File: src/hw/aes_pkg.sv
// ######################################
// Shared AES types, the forward S-box and the round transforms.
// RTL and testbench reach these by scoped names.
// ######################################
package aes_pkg;

  // A block holds 16 bytes, and a 256-bit key needs 14 rounds.
  localparam int AES_NB_BYTES   = 16;
  localparam int AES_MAX_ROUNDS = 14;

  // Column-major block.
  // Byte 15 sits in bits 127:120 and is the first byte of the standard.
  // Column c holds bytes 15-4c down to 12-4c, with row 0 on top.
  typedef logic [AES_NB_BYTES-1:0][7:0] state_t;

  // Pre-expanded round keys, with round key 0 at index 0.
  typedef state_t [AES_MAX_ROUNDS:0] key_words_t;

  // Key size code.
  // The unused code 2'b11 is treated as a 256-bit key.
  typedef enum logic [1:0] {
    KEY_128 = 2'b00,
    KEY_192 = 2'b01,
    KEY_256 = 2'b10
  } key_size_e;

  typedef logic [3:0] round_idx_t;

  // Per-cycle control from the sequencer to the round datapath.
  typedef struct packed {
    logic   load;
    logic   active;
    logic   last;
    state_t round_key;
  } round_ctl_t;

  // Forward S-box in natural order, so SBOX[8'h00] is 8'h63.
  localparam logic [0:255][7:0] SBOX = {
    8'h63, 8'h7c, 8'h77, 8'h7b, 8'hf2, 8'h6b, 8'h6f, 8'hc5, 8'h30, 8'h01, 8'h67, 8'h2b,
    8'hfe, 8'hd7, 8'hab, 8'h76, 8'hca, 8'h82, 8'hc9, 8'h7d, 8'hfa, 8'h59, 8'h47, 8'hf0,
    8'had, 8'hd4, 8'ha2, 8'haf, 8'h9c, 8'ha4, 8'h72, 8'hc0, 8'hb7, 8'hfd, 8'h93, 8'h26,
    8'h36, 8'h3f, 8'hf7, 8'hcc, 8'h34, 8'ha5, 8'he5, 8'hf1, 8'h71, 8'hd8, 8'h31, 8'h15,
    8'h04, 8'hc7, 8'h23, 8'hc3, 8'h18, 8'h96, 8'h05, 8'h9a, 8'h07, 8'h12, 8'h80, 8'he2,
    8'heb, 8'h27, 8'hb2, 8'h75, 8'h09, 8'h83, 8'h2c, 8'h1a, 8'h1b, 8'h6e, 8'h5a, 8'ha0,
    8'h52, 8'h3b, 8'hd6, 8'hb3, 8'h29, 8'he3, 8'h2f, 8'h84, 8'h53, 8'hd1, 8'h00, 8'hed,
    8'h20, 8'hfc, 8'hb1, 8'h5b, 8'h6a, 8'hcb, 8'hbe, 8'h39, 8'h4a, 8'h4c, 8'h58, 8'hcf,
    8'hd0, 8'hef, 8'haa, 8'hfb, 8'h43, 8'h4d, 8'h33, 8'h85, 8'h45, 8'hf9, 8'h02, 8'h7f,
    8'h50, 8'h3c, 8'h9f, 8'ha8, 8'h51, 8'ha3, 8'h40, 8'h8f, 8'h92, 8'h9d, 8'h38, 8'hf5,
    8'hbc, 8'hb6, 8'hda, 8'h21, 8'h10, 8'hff, 8'hf3, 8'hd2, 8'hcd, 8'h0c, 8'h13, 8'hec,
    8'h5f, 8'h97, 8'h44, 8'h17, 8'hc4, 8'ha7, 8'h7e, 8'h3d, 8'h64, 8'h5d, 8'h19, 8'h73,
    8'h60, 8'h81, 8'h4f, 8'hdc, 8'h22, 8'h2a, 8'h90, 8'h88, 8'h46, 8'hee, 8'hb8, 8'h14,
    8'hde, 8'h5e, 8'h0b, 8'hdb, 8'he0, 8'h32, 8'h3a, 8'h0a, 8'h49, 8'h06, 8'h24, 8'h5c,
    8'hc2, 8'hd3, 8'hac, 8'h62, 8'h91, 8'h95, 8'he4, 8'h79, 8'he7, 8'hc8, 8'h37, 8'h6d,
    8'h8d, 8'hd5, 8'h4e, 8'ha9, 8'h6c, 8'h56, 8'hf4, 8'hea, 8'h65, 8'h7a, 8'hae, 8'h08,
    8'hba, 8'h78, 8'h25, 8'h2e, 8'h1c, 8'ha6, 8'hb4, 8'hc6, 8'he8, 8'hdd, 8'h74, 8'h1f,
    8'h4b, 8'hbd, 8'h8b, 8'h8a, 8'h70, 8'h3e, 8'hb5, 8'h66, 8'h48, 8'h03, 8'hf6, 8'h0e,
    8'h61, 8'h35, 8'h57, 8'hb9, 8'h86, 8'hc1, 8'h1d, 8'h9e, 8'he1, 8'hf8, 8'h98, 8'h11,
    8'h69, 8'hd9, 8'h8e, 8'h94, 8'h9b, 8'h1e, 8'h87, 8'he9, 8'hce, 8'h55, 8'h28, 8'hdf,
    8'h8c, 8'ha1, 8'h89, 8'h0d, 8'hbf, 8'he6, 8'h42, 8'h68, 8'h41, 8'h99, 8'h2d, 8'h0f,
    8'hb0, 8'h54, 8'hbb, 8'h16
  };

  // Round count from the key size. Bit 1 alone selects 256, as 2'b11 does too.
  function automatic round_idx_t num_rounds(input key_size_e ks);
    if (ks[1]) return 4'd14;
    else if (ks[0]) return 4'd12;
    else return 4'd10;
  endfunction

  // Multiply by x in GF(2^8), reducing by the AES polynomial 0x11b.
  function automatic logic [7:0] xtime(input logic [7:0] b);
    return {b[6:0], 1'b0} ^ (b[7] ? 8'h1b : 8'h00);
  endfunction

  // SubBytes looks every byte up in the S-box.
  function automatic state_t sub_bytes(input state_t s);
    state_t o;
    for (int i = 0; i < AES_NB_BYTES; i++) begin
      o[i] = SBOX[s[i]];
    end
    return o;
  endfunction

  // ShiftRows rotates row r left by r columns.
  // Row r of column c is byte 15-(4c+r).
  function automatic state_t shift_rows(input state_t s);
    state_t o;
    for (int c = 0; c < 4; c++) begin
      for (int r = 0; r < 4; r++) begin
        o[15 - (4 * c + r)] = s[15 - (4 * ((c + r) % 4) + r)];
      end
    end
    return o;
  endfunction

  // MixColumns multiplies each column by the circulant matrix {2,3,1,1}.
  // A multiply by 3 is xtime(a) ^ a.
  function automatic state_t mix_columns(input state_t s);
    state_t     o;
    logic [7:0] a0, a1, a2, a3;
    for (int c = 0; c < 4; c++) begin
      a0 = s[15 - 4 * c];
      a1 = s[14 - 4 * c];
      a2 = s[13 - 4 * c];
      a3 = s[12 - 4 * c];
      o[15 - 4 * c] = xtime(a0) ^ xtime(a1) ^ a1 ^ a2 ^ a3;
      o[14 - 4 * c] = a0 ^ xtime(a1) ^ xtime(a2) ^ a2 ^ a3;
      o[13 - 4 * c] = a0 ^ a1 ^ xtime(a2) ^ xtime(a3) ^ a3;
      o[12 - 4 * c] = xtime(a0) ^ a0 ^ a1 ^ a2 ^ xtime(a3);
    end
    return o;
  endfunction

endpackage
File: src/hw/aes_result.sv
// ######################################
// Ciphertext capture with done pulse and sticky finished flag.
// ######################################
`timescale 1ns/1ps

module aes_result (
  input  logic              eph1_i,
  input  logic              arst_n_i,
  input  aes_pkg::state_t   state_i,
  input  logic              last_done_i,
  output logic              done_o,
  output logic              finished_o,
  output aes_pkg::state_t   ciphertext_o
);

  logic            done_q;
  logic            finished_q;
  aes_pkg::state_t cipher_q;

  // The ciphertext holds until the next block completes.
  // finished stays set until reset once any block is done.
  always_ff @(posedge eph1_i or negedge arst_n_i) begin
    if (!arst_n_i) begin
      done_q     <= 1'b0;
      finished_q <= 1'b0;
      cipher_q   <= '0;
    end else begin
      done_q     <= last_done_i;
      finished_q <= finished_q | last_done_i;
      if (last_done_i) begin
        cipher_q <= state_i;
      end
    end
  end

  assign done_o       = done_q;
  assign finished_o   = finished_q;
  assign ciphertext_o = cipher_q;

  // One block gives exactly one done pulse.
  done_single_a : assert property (@(posedge eph1_i) disable iff (!arst_n_i)
    done_q |=> !done_q);

endmodule

File: config.mk
export PLATFORM = sky130hd
export DESIGN_NAME = aes_result
export DESIGN_NICKNAME = d
export VERILOG_FILES = /design/src/hw/aes_pkg.sv /design/src/hw/aes_result.sv
export SDC_FILE = /design/constraint.sdc
export NUM_CORES = 1
export LEC_CHECK = 0
export BUFFER_PORTS_ARGS = -buffer_cell sky130_fd_sc_hd__buf_2
export CAP_MARGIN = 10
export CORE_MARGIN = 10
export CORE_UTILIZATION = 25
export CTS_BUF_LIST = sky130_fd_sc_hd__clkbuf_4 sky130_fd_sc_hd__clkbuf_8
export CTS_CLUSTER_SIZE = 20
export DETAILED_ROUTE_END_ITERATION = 8
export HOLD_SLACK_MARGIN = 0.08
export PLACE_DENSITY_LB_ADDON = 0.08
export SETUP_SLACK_MARGIN = 0.4
export SLEW_MARGIN = 30
export SYNTH_ARGS = -nofsm -noshare
export SYNTH_HDL_FRONTEND = slang
export SYNTH_SLANG_ARGS = --single-unit
File: constraint.sdc
create_clock -name eph1_i -period 1.5 [get_ports eph1_i]
set_input_delay 0.15 -clock eph1_i [delete_from_list [all_inputs] [get_ports eph1_i]]
set_output_delay 0.15 -clock eph1_i [all_outputs]
set_load 0.02 [all_outputs]
## Yosys cells after proc, flatten, opt, wreduce, memory -nomap -nowiden

Index checks and enable logic that the tools add are counted.

| operators by class | value |
|---|---|
| bitwise operators | 1 |

Operator list:

| cell | count |
|---|---|
| $or 1x1->1 | 1 |

| word-level totals | value |
|---|---|
| output and inout bits | 130 |
| bits of input ports | 131 |
| register bits | 130 |
| logic and storage cells | 19 |

## Depth between registers and ports, before layout

Gate-level depths: netlist of the first run.

| depth | value |
|---|---|
| depth after elaboration | 1 |
| depth in mapped cells | 3 |
| gate-level depth less buffers | 1 |

## Least setup slack after synthesis of the first run

Ideal clock, no wire load.

| timing path | value |
|---|---|
| path type | in2reg |
| from | input port last_done_i |
| to | register cipher_q, in the netlist ciphertext_o[0] |
| data arrival time | 0.748 ns |
| path buffers | 2 |
| setup slack | 0.628 ns |
| stages on the path | 3 |
| data required time | 1.375 ns |
| library setup time | 0.125 ns |
| path through | buf_6 > buf_6 > mux2_2 |

RTL lines:

| item | RTL line | text |
|---|---|---|
| start, declared | aes_result.sv:10 | `input logic last_done_i,` |
| end signal, assigned | aes_result.sv:31 | `cipher_q <= state_i;` |
| end, declared | aes_result.sv:18 | `aes_pkg::state_t cipher_q;` |

No word-level cell between the ends.

## Final worst setup path of the first run

| timing path | value |
|---|---|
| from | register cipher_q, in the netlist ciphertext_o[8] |
| to | output port ciphertext_o[8] (netlist name) |

RTL lines:

| item | RTL line | text |
|---|---|---|
| end, declared | aes_result.sv:13 | `output aes_pkg::state_t ciphertext_o` |

No word-level cell between the ends.

==> results of run 1 <==
[worst max-delay path by stage]
stage / startpoint / to / depth (start not counted)
2_1_floorplan: last_done_i / ciphertext_o[0] / 3
3_3_place_gp: last_done_i / ciphertext_o[92] / 3
3_5_place_dp: last_done_i / ciphertext_o[92] / 3
4_1_cts: ciphertext_o[8] / ciphertext_o[8] / 1
5_1_grt: ciphertext_o[84] / ciphertext_o[84] / 1
6_report: ciphertext_o[8] / ciphertext_o[8] / 1
[state kept, by name, indices dropped and copies added (netlist names)]
| name | cells |
|---|---|
| finished_o | 1 |
| done_o | 1 |
| ciphertext_o | 128 |
[cells in the final DEF, fill, tap and decap left out]
master	n
buf_6	131
buf_12	4
dlygate4sd3_1	130
mux2_2	128
clkbuf_8	19
dfrtp_1	130
buf_4	17
bufinv_16	6
clkinv_4	4
or2_2	1
buf_2	128
clkinvlp_4	2
[metal layers]
layer	share of wire, %	vias up	track usage, %
met5	0	-	0
met4	0.83	0	3.16
met3	8.2	10	6.02
met2	51	153	20.5
met1	40	1880	14.3
li1	-	1788	-
[kinds of logic after synthesis]
family | Yosys count | synth area share (%)
and+or+nand+nor | 1 | 0.129
buffers and inverters | 14 | 3.12
muxes | 128 | 29.7
DFF | 130 | 67.0
[power by group]
group	switching [mW]	leakage [nW]	total, mW	internal, mW
Combinational	0.972	2.46	2.32	1.35
Clock	1.44	0.238	3.68	2.24
Sequential	0.242	1.52	4.09	3.85
[per-stage QoR]
stage / instance area, sq um / hold slack, ns / setup slack, ns
after floorplan: 4850 / -0.146 / 0.628
after global placement: 6440 / 0.0639 / 0.358
after detailed placement: 6440 / 0.0681 / 0.325
after CTS: 9100 / 0.141 / 0.320
after global routing: 9140 / 0.133 / 0.288
final: 9140 / 0.166 / 0.371
[synth_stat cells]
master | number | share of area, %
mux2_2 | 128 | 30
buf_6 | 13 | 3.0
buf_2 | 1 | 0.10
dfrtp_1 | 130 | 67
or2_2 | 1 | 0.13
[final cells by class]
| cell class | count | area [sq um] | area share [%] |
|---|---|---|---|
| Clock inverter | 12 | 230 | 2.52 |
| Timing Repair Buffer | 410 | 3620 | 39.6 |
| Sequential cell | 130 | 3250 | 35.6 |
| Clock buffer | 19 | 262 | 2.86 |
| Tap cell | 260 | 325 | 3.56 |
| Multi-Input combinational cell | 129 | 1450 | 15.8 |
[timing repair]
item                       4_1_cts  5_1_grt
hold endpoints to repair       258        0
pin swaps                        0        0
hold buffers                   130        0
setup endpoints to repair      130      130
resized for setup              260        0
buffers inserted                 8        5
==> metrics.txt, run 1 <==
# TYPE chip_impl_metric gauge
chip_impl_info{name="run_status",value="complete, no violations"} 1
chip_impl_metric{name="antenna_violations_before_repair",unit=""} 0
chip_impl_metric{name="clock_insertion_delay_worst_skew",unit="ns"} 0.43
chip_impl_metric{name="routed_wire_length_per_instance",unit="microns"} 16.4
chip_impl_metric{name="maxCapViolCount",unit=""} 0
chip_impl_info{name="setup.worst_path.class",value="reg2out"} 1
chip_impl_metric{name="peakVddDrop",unit="V"} 0.000538
chip_impl_metric{name="worst_slew_pin_slew",unit="ns"} 0.328
chip_impl_metric{name="nets",unit=""} 819
chip_impl_metric{name="layout_min_cycle_time",unit="ns"} 1.13
chip_impl_metric{name="final.fill_count",unit=""} 1698
chip_impl_metric{name="placed_cells",unit=""} 786
chip_impl_metric{name="drcViolationCount",unit=""} 0
chip_impl_metric{name="syn2layout_area_growth",unit="%"} 88.4
chip_impl_info{name="rsz_0062_raised_after_global_routing",value="true"} 1
chip_impl_metric{name="drt_iter0_markers",unit=""} 100
chip_impl_metric{name="yosys_warnings",unit=""} 0
chip_impl_metric{name="sum_of_routed_wire_length_over_all_layers",unit="microns"} 15700
chip_impl_metric{name="max_freq",unit="MHz"} 886
chip_impl_metric{name="dieWidth",unit="microns"} 159
chip_impl_info{name="critical_path.cell_chain",value="buf_6"} 1
chip_impl_metric{name="vias_per_cell",unit=""} 3.99
chip_impl_metric{name="cp.arrival",unit="ns"} 0.98
chip_impl_metric{name="via_count",unit=""} 3831
chip_impl_metric{name="drt.antenna.violating_nets",unit=""} 0
chip_impl_metric{name="p_per_area",unit="mW/mm^2"} 1100
chip_impl_metric{name="die_h",unit="microns"} 159
chip_impl_metric{name="globalRouteTotalUtil",unit="%"} 12.5
chip_impl_metric{name="fin_total_pwr",unit="mW"} 10.1
chip_impl_info{name="hp-class",value="in2async"} 1
chip_impl_metric{name="postLayoutCoreUtil",unit="%"} 48.4
chip_impl_metric{name="cts.sinks",unit=""} 130
chip_impl_info{name="clock_tree_from_tritoncts",value="yes"} 1
chip_impl_metric{name="effective_utilization_at_floorplan",unit="%"} 25.7
chip_impl_metric{name="critical_path_buf_inv_count",unit=""} 1
chip_impl_metric{name="row_count",unit=""} 50
chip_impl_metric{name="layout-drive-gt1-share",unit="%"} 62.9
chip_impl_info{name="startpoint_type",value="flip-flop"} 1
chip_impl_metric{name="yosys_register_bits",unit=""} 130
chip_impl_info{name="worst_r2r_startpoint",value="ciphertext_o[86]"} 1
chip_impl_metric{name="last_weighted_congestion_value_of_the_routability_driven_placer",unit=""} 0.705
chip_impl_metric{name="leakagePower",unit="nW"} 4.22
chip_impl_metric{name="cts_buffers",unit=""} 17
chip_impl_metric{name="seq_area_frac_synth",unit="%"} 67.0
chip_impl_metric{name="ports_placed_on_the_boundary",unit=""} 261
chip_impl_metric{name="grt_start_max_net_pins",unit=""} 57
chip_impl_metric{name="period_share",unit="%"} 75.3
chip_impl_metric{name="placeableCoreArea",unit="sq mm"} 0.0189
chip_impl_metric{name="design.die.area",unit="sq mm"} 0.0254
chip_impl_metric{name="setup_viol_count_final",unit=""} 0
chip_impl_metric{name="timing.setup.tns",unit="ns"} 0
chip_impl_metric{name="synth.distinct_cells",unit=""} 5
chip_impl_metric{name="timing.critical_path.fanout_max",unit=""} 2
chip_impl_info{name="worst_path_dominant_cell_family",value="flip-flops"} 1
chip_impl_metric{name="flop2flop_setup_slack",unit="ns"} 0.49
chip_impl_metric{name="required",unit="ns"} 1.35
chip_impl_metric{name="finalClockSkew",unit="ns"} 0
chip_impl_metric{name="global_route_wire_length_before_repair",unit="microns"} 25400
chip_impl_metric{name="n_antenna_cell",unit=""} 0
chip_impl_metric{name="synthCells",unit=""} 273
chip_impl_metric{name="clock_tree.buffer_depth",unit=""} 2
chip_impl_metric{name="dp_hpwl",unit="microns"} 10900
chip_impl_info{name="crit_path_end_kind",value="primary output"} 1
chip_impl_metric{name="timing.critical_path.slowest_cell_delay",unit="ns"} 0.41
chip_impl_metric{name="clock_tree.htree_level_count",unit=""} 4
chip_impl_metric{name="post_layout_nonfiller_instances",unit=""} 960
chip_impl_metric{name="netlist_area",unit="sq mm"} 0.00485
chip_impl_metric{name="syn-num-nets",unit=""} 404
chip_impl_info{name="clock_tree.root_cell",value="clkbuf_8"} 1
chip_impl_metric{name="post_synth.cell_area_avg",unit="sq um"} 17.8
chip_impl_metric{name="final_max_slew_viol_count",unit=""} 0
chip_impl_metric{name="timing.final.hold_violations",unit=""} 0
chip_impl_metric{name="cts.clk_slew.worst_paths",unit="ns"} 0.08
chip_impl_metric{name="slew-limit-headroom",unit="%"} 78.1
chip_impl_info{name="worst_path_max_delay_cell",value="dfrtp_1"} 1
chip_impl_metric{name="overflow",unit=""} 0
chip_impl_metric{name="grt_pass1_vias",unit=""} 4519
chip_impl_info{name="rr_endpoint",value="ciphertext_o[86]"} 1
chip_impl_metric{name="timing.reg2reg.worst_path_depth",unit=""} 3
chip_impl_metric{name="drt-pass1-iter-count",unit=""} 4
chip_impl_metric{name="place.port_buffers",unit=""} 260
Note: power is estimated with default switching activity, not from simulation.
==> inputs of run 2 (changes only) <==
==> constraint.sdc (replaced) <==
create_clock -name eph1_i -period 0.95 [get_ports eph1_i]
set_input_delay 0.095 -clock eph1_i [delete_from_list [all_inputs] [get_ports eph1_i]]
set_output_delay 0.095 -clock eph1_i [all_outputs]
set_load 0.02 [all_outputs]
==> run 2 against run 1 <==
Via count decreased by 11%. Sequential cell count is the same. Register-to-register slack lost 0.45 ns. The run now ends with negative hold slack, negative setup slack left. Count of clock-buffer cells in the layout up 1. Die area unchanged. Routed wire length shrank 5.7%. Hold slack lost 0.64 ns. Utilization shrank 5.2 points. Global-route usage down 0.88 points. Power rose by 50%. Critical path depth is the same. Critical endpoint is now ciphertext_o[52].
==> metrics.txt, run 2 (synthesis gave the netlist of run 1 again) <==
# TYPE chip_impl_metric gauge
chip_impl_metric{name="leakagePower",unit="nW"} 3.66
chip_impl_metric{name="setup_viol_count_final",unit=""} 130
chip_impl_metric{name="placeableCoreArea",unit="sq mm"} 0.0189
chip_impl_metric{name="finalClockSkew",unit="ns"} 0
chip_impl_metric{name="drcViolationCount",unit=""} 0
chip_impl_info{name="rsz_0062_raised_after_global_routing",value="true"} 1
chip_impl_info{name="critical_path.cell_chain",value="buf_6"} 1
chip_impl_info{name="hp-class",value="in2async"} 1
chip_impl_info{name="highest_layer",value="met5"} 1
chip_impl_info{name="startpoint_type",value="flip-flop"} 1
chip_impl_metric{name="cts.sinks",unit=""} 130
chip_impl_metric{name="design.die.area",unit="sq mm"} 0.0254
chip_impl_metric{name="placedInstanceArea",unit="sq mm"} 0.00667
chip_impl_metric{name="largest_register_ffs",unit=""} 128
chip_impl_metric{name="drt_iter0_markers",unit=""} 90
chip_impl_metric{name="vias_per_cell",unit=""} 4.08
chip_impl_info{name="setup.worst_path.class",value="reg2out"} 1
chip_impl_metric{name="die_h",unit="microns"} 159
chip_impl_metric{name="worst_slew_pin_slew",unit="ns"} 0.257
chip_impl_metric{name="wirelength_met1",unit="microns"} 5940
chip_impl_metric{name="drt.antenna.violating_nets",unit=""} 0
chip_impl_metric{name="p_per_area",unit="mW/mm^2"} 1860
chip_impl_metric{name="timing.critical_path.slowest_cell_delay",unit="ns"} 0.43
chip_impl_metric{name="met2WireLength",unit="microns"} 7060
chip_impl_metric{name="net_switching_component_of_the_power",unit="mW"} 4.10
chip_impl_info{name="worst_path_max_delay_cell",value="dfrtp_2"} 1
chip_impl_metric{name="clock_tree.htree_level_count",unit=""} 4
chip_impl_info{name="final_common_cell",value="buf_6"} 1
chip_impl_metric{name="antenna_violations_before_repair",unit=""} 3
chip_impl_metric{name="timing.final.hold_violations",unit=""} 258
chip_impl_info{name="worst_path_dominant_cell_family",value="flip-flops"} 1
chip_impl_metric{name="layout_min_cycle_time",unit="ns"} 1.08
chip_impl_metric{name="syn2layout_area_growth",unit="%"} 68.0
chip_impl_metric{name="whs",unit="ns"} -0.472
chip_impl_info{name="run_status",value="finished, violations left"} 1
chip_impl_info{name="crit_path_end_kind",value="primary output"} 1
chip_impl_metric{name="peakVddDrop",unit="V"} 0.000768
chip_impl_metric{name="row_count",unit=""} 50
chip_impl_metric{name="last_weighted_congestion_value_of_the_routability_driven_placer",unit=""} 0.688
chip_impl_metric{name="grt_start_max_net_pins",unit=""} 44
chip_impl_metric{name="routed_wire_length_per_instance",unit="microns"} 17.7
chip_impl_info{name="clock_tree.root_cell",value="clkbuf_8"} 1
chip_impl_metric{name="drt-pass1-iter-count",unit=""} 3
chip_impl_metric{name="ports_placed_on_the_boundary",unit=""} 261
chip_impl_metric{name="pre_cts_ws",unit="ns"} -0.114
chip_impl_metric{name="required",unit="ns"} 0.85
chip_impl_metric{name="power_frac_clock",unit="%"} 34.6
chip_impl_info{name="most-common-layout-cells",value="141 x buf_6, 128 x dfrtp_2, 128 x buf_2"} 1
chip_impl_metric{name="global_route_wire_length_before_repair",unit="microns"} 23100
chip_impl_metric{name="final_max_slew_viol_count",unit=""} 0
chip_impl_metric{name="dp_hpwl",unit="microns"} 11100
chip_impl_metric{name="overflow",unit=""} 0
chip_impl_metric{name="effective_utilization_at_floorplan",unit="%"} 25.7
chip_impl_metric{name="clock_tree.buffer_depth",unit=""} 2
chip_impl_metric{name="internal-power",unit="mW"} 11.1
chip_impl_metric{name="cts.clk_slew.worst_paths",unit="ns"} 0.08
chip_impl_metric{name="nets",unit=""} 693
chip_impl_metric{name="detailroute.wirelength.met3",unit="microns"} 1690
chip_impl_metric{name="grt_pass1_vias",unit=""} 3916
chip_impl_metric{name="dieWidth",unit="microns"} 159
chip_impl_info{name="violated_checks",value="negative hold slack, negative setup slack"} 1
chip_impl_metric{name="clock_insertion_delay_worst_skew",unit="ns"} 0.43
chip_impl_metric{name="place.port_buffers",unit=""} 260
chip_impl_metric{name="slew-limit-headroom",unit="%"} 82.8
chip_impl_metric{name="power_frac_comb",unit="%"} 22.1
chip_impl_metric{name="globalRouteTotalUtil",unit="%"} 11.6
chip_impl_metric{name="cp.arrival",unit="ns"} 0.99
chip_impl_info{name="clock_tree_from_tritoncts",value="yes"} 1
chip_impl_metric{name="power.sequential.fraction",unit="%"} 43.3
chip_impl_metric{name="maxCapViolCount",unit=""} 0
chip_impl_metric{name="via_count",unit=""} 3411
chip_impl_metric{name="critical_path_buf_inv_count",unit=""} 1
chip_impl_metric{name="final_area",unit="sq mm"} 0.00815
chip_impl_metric{name="cts_buffers",unit=""} 17
chip_impl_metric{name="timing.setup.tns",unit="ns"} -14.85
chip_impl_metric{name="period_share",unit="%"} 114
chip_impl_metric{name="sum_of_routed_wire_length_over_all_layers",unit="microns"} 14800
chip_impl_metric{name="layout-drive-gt1-share",unit="%"} 99.7
chip_impl_metric{name="final_critical_path_setup_slack",unit="ns"} -0.132
chip_impl_metric{name="switching_share",unit="%"} 27.0
chip_impl_metric{name="timing.critical_path.fanout_max",unit=""} 2
chip_impl_metric{name="max_freq",unit="MHz"} 925
[run 2: through the flow]
stage | util (%) | power, mW | std cells
floorplan | - | 7.95 | 273
global placement | 35.3 | 9.10 | 790
detailed placement | 35.3 | 9.13 | 790
CTS | 42.0 | 15.3 | 824
global route | 43.1 | 16.0 | 836
finish | 43.1 | 15.2 | 837
[run 2: repair_timing]
item	in CTS	in global routing
setup buffers	2	11
resized for setup	262	32
setup endpoints to repair	259	259
endpoints found under the hold margin	259	259
cloned	0	0
[run 2: power groups by stage]
| stage | registers [mW] | clock network (mW) | logic [mW] |
|---|---|---|---|
| 5_1_grt | 6.66 | 5.74 | 3.58 |
| 4_1_cts | 6.57 | 5.49 | 3.27 |
| 6_report | 6.57 | 5.25 | 3.36 |
| 3_3_place_gp | 6.52 | 0 | 2.57 |
| 3_5_place_dp | 6.53 | 0 | 2.60 |
| 2_1_floorplan | 7.25 | 0 | 0.700 |
[run 2: final timing paths]
kind	from	depth (start not counted)	endpoint	slack [ns]
worst min-delay path	arst_n_i	1	ciphertext_o[111]	-0.47
max in group asynchronous	arst_n_i	2	ciphertext_o[102]	0.88
min in group eph1_i	state_i[6]	2	ciphertext_o[6]	-0.11
worst min register to register	ciphertext_o[61]	1	ciphertext_o[61]	0.53
worst max-delay path	ciphertext_o[52]	1	ciphertext_o[52]	-0.13
worst max register to register	ciphertext_o[68]	2	ciphertext_o[68]	0.04
[run 2: layout make-up]
class	count	area, sq um
antenna	2	5.00
clock buffer	20	263
clock inverter	12	180
fill	1792	10700
multi-input combinational	129	1540
sequential	130	3410
tap	260	325
timing repair buffer	284	2430
[run 2: routing by layer]
layer,track usage (%),up-vias
li1,-,1550
met5,0,-
met4,3.03,2
met1,12.9,1695
met2,18.2,153
met3,7.41,11
==> inputs of run 3 (changes only) <==
--- a/config.mk
+++ b/config.mk
@@ -15,6 +15,7 @@
 export HOLD_SLACK_MARGIN = 0.08
 export PLACE_DENSITY_LB_ADDON = 0.08
 export SETUP_SLACK_MARGIN = 0.4
+export SKIP_LAST_GASP = 1
 export SLEW_MARGIN = 30
 export SYNTH_ARGS = -nofsm -noshare
 export SYNTH_HDL_FRONTEND = slang
==> run 3 against run 2 <==
The flow still finishes with violations (negative hold slack, negative setup slack). Maximum frequency hardly changed. First-iteration DRC count down 17%. Count of clock-buffer cells in the layout unchanged. Non-clock buffer count did not move. Hold slack improved by 0.0011 ns. Power decreased by 0.18%. Clock skew unchanged. Sequential power hardly changed. Die area unchanged. Critical path type unchanged.
==> metrics.txt, run 3 (synthesis gave the netlist of run 1 again) <==
# TYPE chip_impl_metric gauge
chip_impl_metric{name="cp.arrival",unit="ns"} 0.99
chip_impl_metric{name="effective_utilization_at_floorplan",unit="%"} 25.7
chip_impl_metric{name="globalRouteTotalUtil",unit="%"} 11.6
chip_impl_metric{name="vias_per_cell",unit=""} 4.06
chip_impl_metric{name="timing.reg2reg.worst_path_depth",unit=""} 2
chip_impl_metric{name="cts_buffers",unit=""} 17
chip_impl_metric{name="maxCapViolCount",unit=""} 0
chip_impl_info{name="crit_path_end_kind",value="primary output"} 1
chip_impl_metric{name="grt_start_max_net_pins",unit=""} 44
chip_impl_metric{name="dp_hpwl",unit="microns"} 11100
chip_impl_metric{name="layout_min_cycle_time",unit="ns"} 1.08
chip_impl_metric{name="last_weighted_congestion_value_of_the_routability_driven_placer",unit=""} 0.688
chip_impl_metric{name="worst_slew_pin_slew",unit="ns"} 0.259
chip_impl_info{name="startpoint_type",value="flip-flop"} 1
chip_impl_metric{name="timing.critical_path.slowest_cell_delay",unit="ns"} 0.42
chip_impl_metric{name="sum_of_routed_wire_length_over_all_layers",unit="microns"} 14800
chip_impl_metric{name="drt-pass1-iter-count",unit=""} 3
chip_impl_info{name="worst_path_max_delay_cell",value="dfrtp_2"} 1
chip_impl_metric{name="max_freq",unit="MHz"} 925
chip_impl_metric{name="timing.critical_path.fanout_max",unit=""} 2
chip_impl_info{name="rsz_0062_raised_after_global_routing",value="true"} 1
chip_impl_metric{name="drt.antenna.violating_nets",unit=""} 0
chip_impl_metric{name="antenna_violations_before_repair",unit=""} 3
chip_impl_metric{name="whs",unit="ns"} -0.471
chip_impl_metric{name="slew-limit-headroom",unit="%"} 82.7
chip_impl_metric{name="cts.clk_slew.worst_paths",unit="ns"} 0.08
chip_impl_metric{name="post_layout_nonfiller_instances",unit=""} 837
chip_impl_metric{name="nets",unit=""} 693
chip_impl_metric{name="routed_wire_length_per_instance",unit="microns"} 17.6
chip_impl_info{name="clock_tree_from_tritoncts",value="yes"} 1
chip_impl_metric{name="placeableCoreArea",unit="sq mm"} 0.0189
chip_impl_metric{name="fin_total_pwr",unit="mW"} 15.1
chip_impl_metric{name="dieWidth",unit="microns"} 159
chip_impl_metric{name="clock_insertion_delay_worst_skew",unit="ns"} 0.43
chip_impl_metric{name="global_route_wire_length_before_repair",unit="microns"} 23100
chip_impl_info{name="most-common-layout-cells",value="141 x buf_6, 128 x dfrtp_2, 128 x buf_2"} 1
chip_impl_metric{name="setup_viol_count_final",unit=""} 130
chip_impl_metric{name="syn2layout_area_growth",unit="%"} 67.4
chip_impl_metric{name="critical_path_buf_inv_count",unit=""} 1
chip_impl_metric{name="grt_pass1_vias",unit=""} 3910
chip_impl_metric{name="design.die.area",unit="sq mm"} 0.0254
chip_impl_metric{name="drcViolationCount",unit=""} 0
chip_impl_info{name="worst_r2r_startpoint",value="ciphertext_o[52]"} 1
chip_impl_metric{name="grt.met1_usage",unit="%"} 12.9
chip_impl_info{name="run_status",value="finished, violations left"} 1
chip_impl_info{name="rr_endpoint",value="ciphertext_o[52]"} 1
chip_impl_metric{name="timing.final.hold_violations",unit=""} 258
chip_impl_metric{name="final.fill_count",unit=""} 1791
chip_impl_metric{name="place.port_buffers",unit=""} 260
chip_impl_info{name="worst_path_dominant_cell_family",value="flip-flops"} 1
chip_impl_info{name="setup.worst_path.class",value="reg2out"} 1
chip_impl_metric{name="clock_tree.htree_level_count",unit=""} 4
chip_impl_info{name="final_common_cell",value="buf_6"} 1
chip_impl_metric{name="grt_use_met2",unit="%"} 18.2
chip_impl_metric{name="largest_register_ffs",unit=""} 128
chip_impl_info{name="hp-class",value="in2async"} 1
chip_impl_metric{name="die_h",unit="microns"} 159
chip_impl_metric{name="row_count",unit=""} 50
chip_impl_metric{name="via_count",unit=""} 3397
chip_impl_metric{name="flop2flop_setup_slack",unit="ns"} 0.04
chip_impl_metric{name="drt_iter0_markers",unit=""} 75
chip_impl_metric{name="layout-drive-gt1-share",unit="%"} 99.7
chip_impl_metric{name="finalClockSkew",unit="ns"} 0
chip_impl_metric{name="placed_cells",unit=""} 790
chip_impl_info{name="violated_checks",value="negative hold slack, negative setup slack"} 1
chip_impl_metric{name="final_max_slew_viol_count",unit=""} 0
chip_impl_metric{name="overflow",unit=""} 0
chip_impl_metric{name="leakagePower",unit="nW"} 3.63
chip_impl_metric{name="period_share",unit="%"} 114
chip_impl_metric{name="ports_placed_on_the_boundary",unit=""} 261
chip_impl_metric{name="cts.sinks",unit=""} 130
chip_impl_metric{name="final_area",unit="sq mm"} 0.00812
chip_impl_info{name="critical_path.cell_chain",value="buf_6"} 1
chip_impl_metric{name="peakVddDrop",unit="V"} 0.000769
chip_impl_info{name="gr-max-usage-layer",value="met2"} 1
chip_impl_metric{name="p_per_area",unit="mW/mm^2"} 1870
chip_impl_metric{name="clock_tree.buffer_depth",unit=""} 2
chip_impl_metric{name="required",unit="ns"} 0.85
chip_impl_metric{name="global_route.usage.met3",unit="%"} 7.41
chip_impl_metric{name="placedInstanceArea",unit="sq mm"} 0.00667
chip_impl_metric{name="final_critical_path_setup_slack",unit="ns"} -0.131
chip_impl_info{name="clock_tree.root_cell",value="clkbuf_8"} 1
run 3: stage by stage:
step,hold WS [ns],utilization (%),setup TNS (ns),worst slack [ns]
after global routing,-0.504,43.0,-22.92,-0.196
after detailed placement,-0.00973,35.3,-9.14,-0.114
after floorplan,-0.201,-,0,0.137
after CTS,-0.504,42.0,-20.80,-0.175
final,-0.471,43.0,-14.84,-0.131
after global placement,-0.0168,35.3,-7.00,-0.0953
run 3: worst register-to-register path, delay by kind of cell (launching register included):
family                 cells  cell delay [ns]
DFF                        1             0.42
muxes                      1             0.25
buffers and inverters      1             0.12
run 3: how the worst max path moves through the flow:
stage / from / end / cells after the start
3_5_place_dp: last_done_i / ciphertext_o[74] / 3
5_1_grt: ciphertext_o[56] / ciphertext_o[56] / 1
4_1_cts: ciphertext_o[63] / ciphertext_o[63] / 1
6_report: ciphertext_o[52] / ciphertext_o[52] / 1
3_3_place_gp: last_done_i / ciphertext_o[18] / 3
2_1_floorplan: ciphertext_o[0] / ciphertext_o[0] / 1
run 3: where the power goes:
part / switching, mW / leakage [nW] / internal (mW)
logic: 1.46 / 2.03 / 1.87
registers: 0.395 / 1.39 / 6.18
clock network: 2.25 / 0.209 / 3.00
total: 4.10 / 3.63 / 11.1
run 3: timing repair:
item,4_1_cts,5_1_grt
buffers inserted,2,11
endpoints found under the hold margin,259,259
setup endpoints to repair,259,259
resized for setup,261,25
run 3: final cells by class:
class                           instances  area [sq um]  share of cell area, %
Clock buffer                           20           263                   3.24
Sequential cell                       130          3410                   42.0
Antenna cell                            2          5.00                 0.0616
Timing Repair Buffer                  284          2430                   29.9
Multi-Input combinational cell        129          1510                   18.5
Clock inverter                         12           180                   2.22
Tap cell                              260           325                   4.01
run 3: layer usage:
layer | wire length, microns | vias to the layer above
met3 | 1680 | 11
met1 | 5890 | 1683
li1 | - | 1548
met2 | 7030 | 153
met5 | 13 | -
met4 | 136 | 2
